[config.mk]
export PLATFORM = sky130hd
export DESIGN_NAME = vdp_regs_flat
export DESIGN_NICKNAME = d
export VERILOG_FILES = /design/src/hdl/vdp_pkg.sv /design/src/hdl/vram_port_if.sv /design/src/hdl/vdp_regs.sv /design/src/flat_wrapper.sv
export SDC_FILE = /design/constraint.sdc
export NUM_CORES = 1
export LEC_CHECK = 0
export BUFFER_PORTS_ARGS = -buffer_cell sky130_fd_sc_hd__buf_2
export CAP_MARGIN = 20
export CORE_UTILIZATION = 54
export CTS_BUF_LIST = sky130_fd_sc_hd__clkbuf_2 sky130_fd_sc_hd__clkbuf_4 sky130_fd_sc_hd__clkbuf_8
export DETAILED_ROUTE_END_ITERATION = 7
export PLACE_DENSITY = 0.82
export SKIP_LAST_GASP = 1
export SYNTH_ARGS = -nofsm -noshare
export SYNTH_HDL_FRONTEND = slang
export SYNTH_SLANG_ARGS = --single-unit
[constraint.sdc]
create_clock -name clk -period 2.34 [get_ports clk]
set_input_delay 0.351 -clock clk [delete_from_list [all_inputs] [get_ports clk]]
set_output_delay 0.351 -clock clk [all_outputs]
set_load 0.005 [all_outputs]
[src/hdl/vdp_pkg.sv]
package vdp_pkg;

    typedef logic [15:0] word_t;        // vram, register and palette word
    typedef logic [15:0] vaddr_t;       // vram word address
    typedef logic  [7:0] byte_t;        // host bus byte
    typedef logic  [3:0] reg_num_t;     // host register number
    typedef logic  [3:0] nib_mask_t;    // one enable per nibble
    typedef logic  [7:0] color_idx_t;   // palette index
    typedef logic [11:0] rgb_t;         // 4:4:4 colour
    typedef logic  [3:0] intr_t;        // interrupt bits
    typedef logic  [7:0] coord_t;       // display counter

    // host register map
    localparam reg_num_t REG_VRAM_ADDR   = 4'h0;
    localparam reg_num_t REG_VRAM_DATA   = 4'h1;
    localparam reg_num_t REG_WR_MASK     = 4'h2;
    localparam reg_num_t REG_PAL_ADDR    = 4'h3;
    localparam reg_num_t REG_PAL_DATA    = 4'h4;
    localparam reg_num_t REG_INTR_MASK   = 4'h5;
    localparam reg_num_t REG_INTR_CLEAR  = 4'h6;   // write clears, read gives status
    localparam reg_num_t REG_INTR_SIGNAL = 4'h7;

    // tiny frame, pixels and lines
    localparam int H_VISIBLE    = 16;
    localparam int H_SYNC_START = 18;
    localparam int H_SYNC_END   = 20;
    localparam int H_TOTAL      = 24;
    localparam int V_VISIBLE    = 8;
    localparam int V_SYNC_START = 9;
    localparam int V_SYNC_END   = 10;
    localparam int V_TOTAL      = 12;

    localparam int WORDS_PER_LINE = H_VISIBLE / 2;  // two pixels per word

    localparam int VRAM_WORDS  = 256;               // short vram, address wraps
    localparam int VRAM_AW     = $clog2(VRAM_WORDS);
    localparam int PAL_ENTRIES = 256;

    localparam int INTR_VBLANK = 0;                 // raised at start of vsync

    typedef enum logic [1:0] {
        IDLE,
        VRAM_WRITE,
        VRAM_READ,
        PAL_WRITE
    } regs_state_e;

endpackage

[src/hdl/vram_port_if.sv]
`default_nettype none
`timescale 1ns/1ps

// one requester's path into vram
interface vram_port_if;
    logic               sel;        // request, held until grant
    logic               wr;         // 1 = write, 0 = read
    vdp_pkg::nib_mask_t mask;       // nibble write enables
    vdp_pkg::vaddr_t    addr;
    vdp_pkg::word_t     wdata;
    logic               grant;      // request taken this cycle
    vdp_pkg::word_t     rdata;
    logic               rd_valid;   // rdata good one cycle after a read grant

    modport requester(output sel, wr, mask, addr, wdata,
                      input  grant, rdata, rd_valid);

    modport memory(input  sel, wr, mask, addr, wdata,
                   output grant, rdata, rd_valid);
endinterface

`default_nettype wire

[src/hdl/vdp_regs.sv]
`default_nettype none
`timescale 1ns/1ps

module vdp_regs(
    input  wire logic               clk,
    input  wire logic               reset_i,
    input  wire logic               bus_cs_n_i,     // access strobe, active low
    input  wire logic               bus_rd_nwr_i,   // 1 = read
    input  wire vdp_pkg::reg_num_t  bus_reg_num_i,
    input  wire logic               bus_bytesel_i,  // 0 = high byte, 1 = low byte
    input  wire vdp_pkg::byte_t     bus_data_i,
    output vdp_pkg::byte_t          bus_data_o,
    vram_port_if.requester          vram,
    output logic                    pal_wr_o,
    output vdp_pkg::color_idx_t     pal_addr_o,
    output vdp_pkg::word_t          pal_data_o,
    output vdp_pkg::intr_t          intr_mask_o,
    output vdp_pkg::intr_t          intr_clear_o,   // one-cycle strobe
    output vdp_pkg::intr_t          intr_signal_o,  // one-cycle strobe
    input  wire vdp_pkg::intr_t     intr_status_i
);

vdp_pkg::regs_state_e   state_q;
vdp_pkg::byte_t         hi_q;           // even byte waiting for its odd half
vdp_pkg::vaddr_t        vram_addr_q;
vdp_pkg::word_t         vram_data_q;    // write data, then prefetched word
vdp_pkg::nib_mask_t     wr_mask_q;
vdp_pkg::word_t         wr_word;
vdp_pkg::word_t         rd_word;
logic                   wr_acc;
logic                   rd_acc;
logic                   vram_start;

assign wr_acc  = !bus_cs_n_i && !bus_rd_nwr_i;
assign rd_acc  = !bus_cs_n_i && bus_rd_nwr_i;
assign wr_word = {hi_q, bus_data_i};

// host accesses that kick off vram traffic
assign vram_start = bus_bytesel_i &&
                    ((wr_acc && (bus_reg_num_i == vdp_pkg::REG_VRAM_ADDR ||
                                 bus_reg_num_i == vdp_pkg::REG_VRAM_DATA)) ||
                     (rd_acc && bus_reg_num_i == vdp_pkg::REG_VRAM_DATA));

assign vram.sel   = (state_q == vdp_pkg::VRAM_WRITE) || (state_q == vdp_pkg::VRAM_READ);
assign vram.wr    = (state_q == vdp_pkg::VRAM_WRITE);
assign vram.mask  = wr_mask_q;
assign vram.addr  = vram_addr_q;
assign vram.wdata = vram_data_q;
assign pal_wr_o   = (state_q == vdp_pkg::PAL_WRITE);   // one cycle only

// read mux, byte picked on the clock
always_comb begin
    case (bus_reg_num_i)
        vdp_pkg::REG_VRAM_ADDR:  rd_word = vram_addr_q;
        vdp_pkg::REG_VRAM_DATA:  rd_word = vram_data_q;
        vdp_pkg::REG_WR_MASK:    rd_word = {12'h000, wr_mask_q};
        vdp_pkg::REG_PAL_ADDR:   rd_word = {8'h00, pal_addr_o};
        vdp_pkg::REG_INTR_MASK:  rd_word = {12'h000, intr_mask_o};
        vdp_pkg::REG_INTR_CLEAR: rd_word = {12'h000, intr_status_i};  // status view
        default:                 rd_word = '0;
    endcase
end

always_ff @(posedge clk) begin
    if (reset_i) begin
        state_q       <= vdp_pkg::IDLE;
        vram_addr_q   <= '0;
        wr_mask_q     <= '1;            // all nibbles written
        pal_addr_o    <= '0;
        intr_mask_o   <= '0;
        intr_clear_o  <= '0;
        intr_signal_o <= '0;
    end else begin
        intr_clear_o  <= '0;
        intr_signal_o <= '0;
        case (state_q)
            vdp_pkg::VRAM_WRITE: if (vram.grant) begin
                vram_addr_q <= vram_addr_q + 1'b1;  // auto-increment
                state_q     <= vdp_pkg::VRAM_READ;  // then prefetch new address
            end
            vdp_pkg::VRAM_READ: if (vram.grant) begin
                state_q <= vdp_pkg::IDLE;           // data lands via rd_valid
            end
            vdp_pkg::PAL_WRITE: begin
                pal_addr_o <= pal_addr_o + 1'b1;
                state_q    <= vdp_pkg::IDLE;
            end
            default: ;
        endcase
        if (wr_acc && bus_bytesel_i) begin
            case (bus_reg_num_i)
                vdp_pkg::REG_VRAM_ADDR: begin
                    vram_addr_q <= wr_word;
                    state_q     <= vdp_pkg::VRAM_READ;
                end
                vdp_pkg::REG_VRAM_DATA:   state_q       <= vdp_pkg::VRAM_WRITE;
                vdp_pkg::REG_WR_MASK:     wr_mask_q     <= wr_word[3:0];
                vdp_pkg::REG_PAL_ADDR:    pal_addr_o    <= wr_word[7:0];
                vdp_pkg::REG_PAL_DATA:    state_q       <= vdp_pkg::PAL_WRITE;
                vdp_pkg::REG_INTR_MASK:   intr_mask_o   <= wr_word[3:0];
                vdp_pkg::REG_INTR_CLEAR:  intr_clear_o  <= wr_word[3:0];
                vdp_pkg::REG_INTR_SIGNAL: intr_signal_o <= wr_word[3:0];
                default: ;
            endcase
        end
        // odd read of data steps on to the next word
        if (rd_acc && bus_bytesel_i && bus_reg_num_i == vdp_pkg::REG_VRAM_DATA) begin
            vram_addr_q <= vram_addr_q + 1'b1;
            state_q     <= vdp_pkg::VRAM_READ;
        end
    end
end

// data path
always_ff @(posedge clk) begin
    if (wr_acc && !bus_bytesel_i) begin
        hi_q <= bus_data_i;
    end
    if (wr_acc && bus_bytesel_i && bus_reg_num_i == vdp_pkg::REG_VRAM_DATA) begin
        vram_data_q <= wr_word;
    end
    if (wr_acc && bus_bytesel_i && bus_reg_num_i == vdp_pkg::REG_PAL_DATA) begin
        pal_data_o <= wr_word;
    end
    if (vram.rd_valid) begin
        vram_data_q <= vram.rdata;      // prefetch result
    end
    if (rd_acc) begin
        bus_data_o <= bus_bytesel_i ? rd_word[7:0] : rd_word[15:8];
    end
end

// host must let the previous vram job finish
assert property (@(posedge clk) disable iff (reset_i)
    vram_start |-> state_q == vdp_pkg::IDLE);

endmodule

`default_nettype wire

[src/flat_wrapper.sv]
// flat-port wrapper written by rule: the top's interface ports become plain ports
module vdp_regs_flat 
  (clk, reset_i, bus_cs_n_i, bus_rd_nwr_i, bus_reg_num_i, bus_bytesel_i, bus_data_i, bus_data_o, pal_wr_o, pal_addr_o, pal_data_o, intr_mask_o, intr_clear_o, intr_signal_o, intr_status_i, vram_sel, vram_wr, vram_mask, vram_addr, vram_wdata, vram_grant, vram_rdata, vram_rd_valid);
  vram_port_if vram_i ();
  input  wire logic clk;
  input  wire logic reset_i;
  input  wire logic bus_cs_n_i;
  input  wire logic bus_rd_nwr_i;
  input  wire vdp_pkg::reg_num_t bus_reg_num_i;
  input  wire logic bus_bytesel_i;
  input  wire vdp_pkg::byte_t bus_data_i;
  output vdp_pkg::byte_t bus_data_o;
  output logic pal_wr_o;
  output vdp_pkg::color_idx_t pal_addr_o;
  output vdp_pkg::word_t pal_data_o;
  output vdp_pkg::intr_t intr_mask_o;
  output vdp_pkg::intr_t intr_clear_o;
  output vdp_pkg::intr_t intr_signal_o;
  input  wire vdp_pkg::intr_t intr_status_i;
  output wire logic [$bits(vram_i.sel)-1:0] vram_sel;
  output wire logic [$bits(vram_i.wr)-1:0] vram_wr;
  output wire logic [$bits(vram_i.mask)-1:0] vram_mask;
  output wire logic [$bits(vram_i.addr)-1:0] vram_addr;
  output wire logic [$bits(vram_i.wdata)-1:0] vram_wdata;
  input wire logic [$bits(vram_i.grant)-1:0] vram_grant;
  input wire logic [$bits(vram_i.rdata)-1:0] vram_rdata;
  input wire logic [$bits(vram_i.rd_valid)-1:0] vram_rd_valid;
  assign vram_sel = vram_i.sel;
  assign vram_wr = vram_i.wr;
  assign vram_mask = vram_i.mask;
  assign vram_addr = vram_i.addr;
  assign vram_wdata = vram_i.wdata;
  assign vram_i.grant = vram_grant;
  assign vram_i.rdata = vram_rdata;
  assign vram_i.rd_valid = vram_rd_valid;
  vdp_regs u_core (.clk(clk), .reset_i(reset_i), .bus_cs_n_i(bus_cs_n_i), .bus_rd_nwr_i(bus_rd_nwr_i), .bus_reg_num_i(bus_reg_num_i), .bus_bytesel_i(bus_bytesel_i), .bus_data_i(bus_data_i), .bus_data_o(bus_data_o), .vram(vram_i), .pal_wr_o(pal_wr_o), .pal_addr_o(pal_addr_o), .pal_data_o(pal_data_o), .intr_mask_o(intr_mask_o), .intr_clear_o(intr_clear_o), .intr_signal_o(intr_signal_o), .intr_status_i(intr_status_i));
endmodule
==> impl_results.md <==
* DR pass1 iterations at 6
* Post-place instance area at roughly 0.0051 mm^2
* Routed wire length at approximately 12 mm
* Min setup slack post-route at 218 ps
* Max-slew violations at 0
* Initial antenna violation count at 0
* Placement Setup Slack at 45.7 ps
* Synth top cells by count: edfxtp_1 (48), dfxtp_1 (42), nand2_1 (33)
* Register bit total from synthesis at 90
* Logic gate share of total power at 9.0%
* Tmin final at roughly 2100 ps
* Area growth syn-to-layout at 23.4%
* CP max FO at 12
* CP bufs+invs at 1
* Final Util at 68.6%
* Clk buf depth at 2
* Setup TNS Final at 0 ps
* Synth Instances at between 300 and 400
* Final RePlAce weighted congestion at 0.951
* Synth cell types at 58
* FMAX at around 470 MHz
* CTS tree: built
* Worst path cell trace: inv_1 > ha_1 > nand2_1 > o21a_1 > or4_1 > a311oi_1
* Initial drt markers at approximately 350
* Hold WC Path Type: input pin to flop
* Drt drc at 0
* Core Footprint at 0.00769 mm^2
* Tot Pwr at around 3 mW
* Clock Sink Count at 90
* Max VDD drop at between 200 and 300 uV
* CTS buffer count at 9
* # setup viols final at 0
* Proportion of layout cells with a drive suffix above 1 at 34.9%
* CTS resizes at 0
* Die height at around 90 um
* Die X-Extent at between 90 and 100 um
* Endpoints failing hold at 0
* Crit Path Class: flop to flop
* Antenna Nets Post-Route at 0
* Worst rel slew slack at 58.7%
* Post-synth top flop: edfxtp_1
* Async SR Flop Fraction at 0%
* Final net count at 565
* Avg WL per Cell at between 15 and 20 um
* Synthesized area at around 0.0043 mm^2
* Ys Warns at 0
* Via Count at roughly 3800
* Root buf cell: clkbuf_8
* Sequential element share of the synthesized area at a little over half
* Clock transition at the registers of the reported paths at 90 ps
* Initial core utilization at a little under three fifths
* Syn_area_per_cell at about 11 um^2
* Syn Nets at approximately 440
* Synth top area share at roughly 34%
* Clock network fraction of design power at 34.5%
* Post-synth EDFFs at 48
* Synth area leader: edfxtp_1
* Top-count cell post-synth: edfxtp_1
* Setup crit end kind: flop
* Period utilization at about 90%
* Internal at roughly 2.3 mW
* Crit-path max cell delay at between 500 and 600 ps
* Worst-Skew Late Latency at about 360 ps
* Data required, critical path at ~2600 ps
* Vias per inst at approximately 6
* Hpwl dp at ~8.4 mm
* Depth of the CTS H-tree at 3
* Row cnt at 32
* Post-route cell area at ~0.0053 mm^2
* Ant diodes at 0
* P_leak at 2.08 nW
* Sw Share at around a quarter
* Grt ovf at 0
* Switch Pwr at 0.737 mW
* Outcome: completed
* RSZ-0062 raised after global routing: false
* Global-route wire length before repair at roughly 18 mm
* Port bufs at 121
* Worst setup SP type: flop
* Top Family by Delay on Critical Path: simple AND/OR/NAND/NOR gates
* Gr usage total at between 20 and 30%
* Pin count of the biggest net entering global routing at 28
* Sequential Power Share at a little under three fifths
* Max Cap Viol at 0
* Critical path arrival at 2390 ps
* Worst path slowest cell: or4_1
* # Post-CTS Setup Buffers at 0
* Clk_skew at ~12 ps
* Vias in the first global route at roughly 3500
* Synth area leaders: edfxtp_1 (34%), dfxtp_1 (20%), mux2_2 (5.0%), nand2_1 (2.9%), a211oi_1 (2.5%)
* Power Dens Cells at between 500 and 600 mW/mm^2
* Hold_buf cts at 0
* Number of I/O pins at ~120
* Total Die Area at between 0.008 and 0.009 mm^2
* Tightest Pin Transition at around 610 ps
==> metal layers <==
layer / part of all wire (%) / track usage, % / up-vias
met2: 50 / 47.3 / 213
met5: 0 / 0 / -
met1: 40 / 37.6 / 1796
li1: - / - / 1763
met3: 8.5 / 5.70 / 24
met4: 1.7 / 9.26 / 0
==> final cells by class <==
| type | count | area [um^2] |
|---|---|---|
| Clock buffer | 10 | 131 |
| Clock inverter | 6 | 65.1 |
| Fill cell | 619 | 2420 |
| Inverter | 9 | 33.8 |
| Multi-Input combinational cell | 269 | 1860 |
| Sequential cell | 90 | 2280 |
| Tap cell | 102 | 128 |
| Timing Repair Buffer | 141 | 768 |
==> placed cells by master (no fill, tap or decap), types with 6 or more instances in the layout <==
master	synthesis	final
a31oi_1	8	8
nand3_1	14	14
buf_2	2	121
a311oi_1	12	12
or4_1	6	6
buf_4	0	19
nand2_1	33	33
mux2i_1	10	10
a211oi_1	14	14
edfxtp_1	48	48
o31ai_1	6	6
ha_1	6	6
mux2_2	19	19
inv_1	9	9
dfxtp_1	42	42
nor2_1	28	28
clkbuf_8	0	9
and2_1	8	8
a21oi_1	8	8
o21ai_0	7	7
==> state kept, by name, summed over array words and instances (netlist names) <==
register / count
u_core.hi_q: 8
u_core.vram.wdata: 16
u_core.bus_data_o: 8
u_core.pal_data_o: 16
u_core.vram.addr: 16
u_core.pal_addr_o: 8
u_core.intr_signal_o: 4
u_core.vram.mask: 4
u_core.intr_mask_o: 4
u_core.intr_clear_o: 4
u_core.state_q: 2
==> logic make-up (layout without fill, tap and decap cells) <==
logic type	Yosys count	count (layout)	synth area share, %
AND/OR/NAND/NOR	129	129	15.8
flip-flops	90	90	53.4
adder cells (fa/ha/maj)	6	6	1.76
multiplexers	29	29	7.35
XOR/XNOR	9	9	1.85
buffers and inverters	33	166	3.13
AO/OA/AOI/OAI	96	96	16.7
==> worst reg2reg max path: cells and delay by family, from the launching register on <==
family	cells	cell delay [ps]
buffers and inverters	1	90
adders and majority gates	1	270
DFF	1	360
AOI/OAI and AO/OA	2	550
and+or+nand+nor	2	750
==> worst paths after layout <==
check	start	to	slack (ps)	cells after the start
min	bus_data_i[5]	u_core.pal_data_o[5]$_DFFE_PP_	240	1
max	u_core.state_q[1]$_SDFF_PP0_	u_core.vram.addr[6]$_SDFF_PP0_	220	6
max reg2reg	u_core.state_q[1]$_SDFF_PP0_	u_core.vram.addr[6]$_SDFF_PP0_	220	6
min reg2reg	u_core.intr_mask_o[0]$_SDFFE_PP0P_	u_core.intr_mask_o[0]$_SDFFE_PP0P_	490	2
==> power groups by stage <==
| stage | logic, mW | clock network [mW] | registers [mW] |
|---|---|---|---|
| after floorplan | 0.139 | 0 | 1.77 |
| after global placement | 0.265 | 0 | 1.77 |
| after detailed placement | 0.273 | 0 | 1.77 |
| after CTS | 0.275 | 1.07 | 1.73 |
| after global routing | 0.297 | 1.13 | 1.74 |
| final | 0.278 | 1.06 | 1.73 |
==> per-stage QoR <==
| stage | hold WS [ps] | std cells |
|---|---|---|
| 2_1_floorplan | 440 | 392 |
| 3_3_place_gp | 459 | 611 |
| 3_5_place_dp | 470 | 611 |
| 6_report | 238 | 627 |
| 4_1_cts | 227 | 627 |
| 5_1_grt | 234 | 627 |
(Power assumes the default switching activity.)
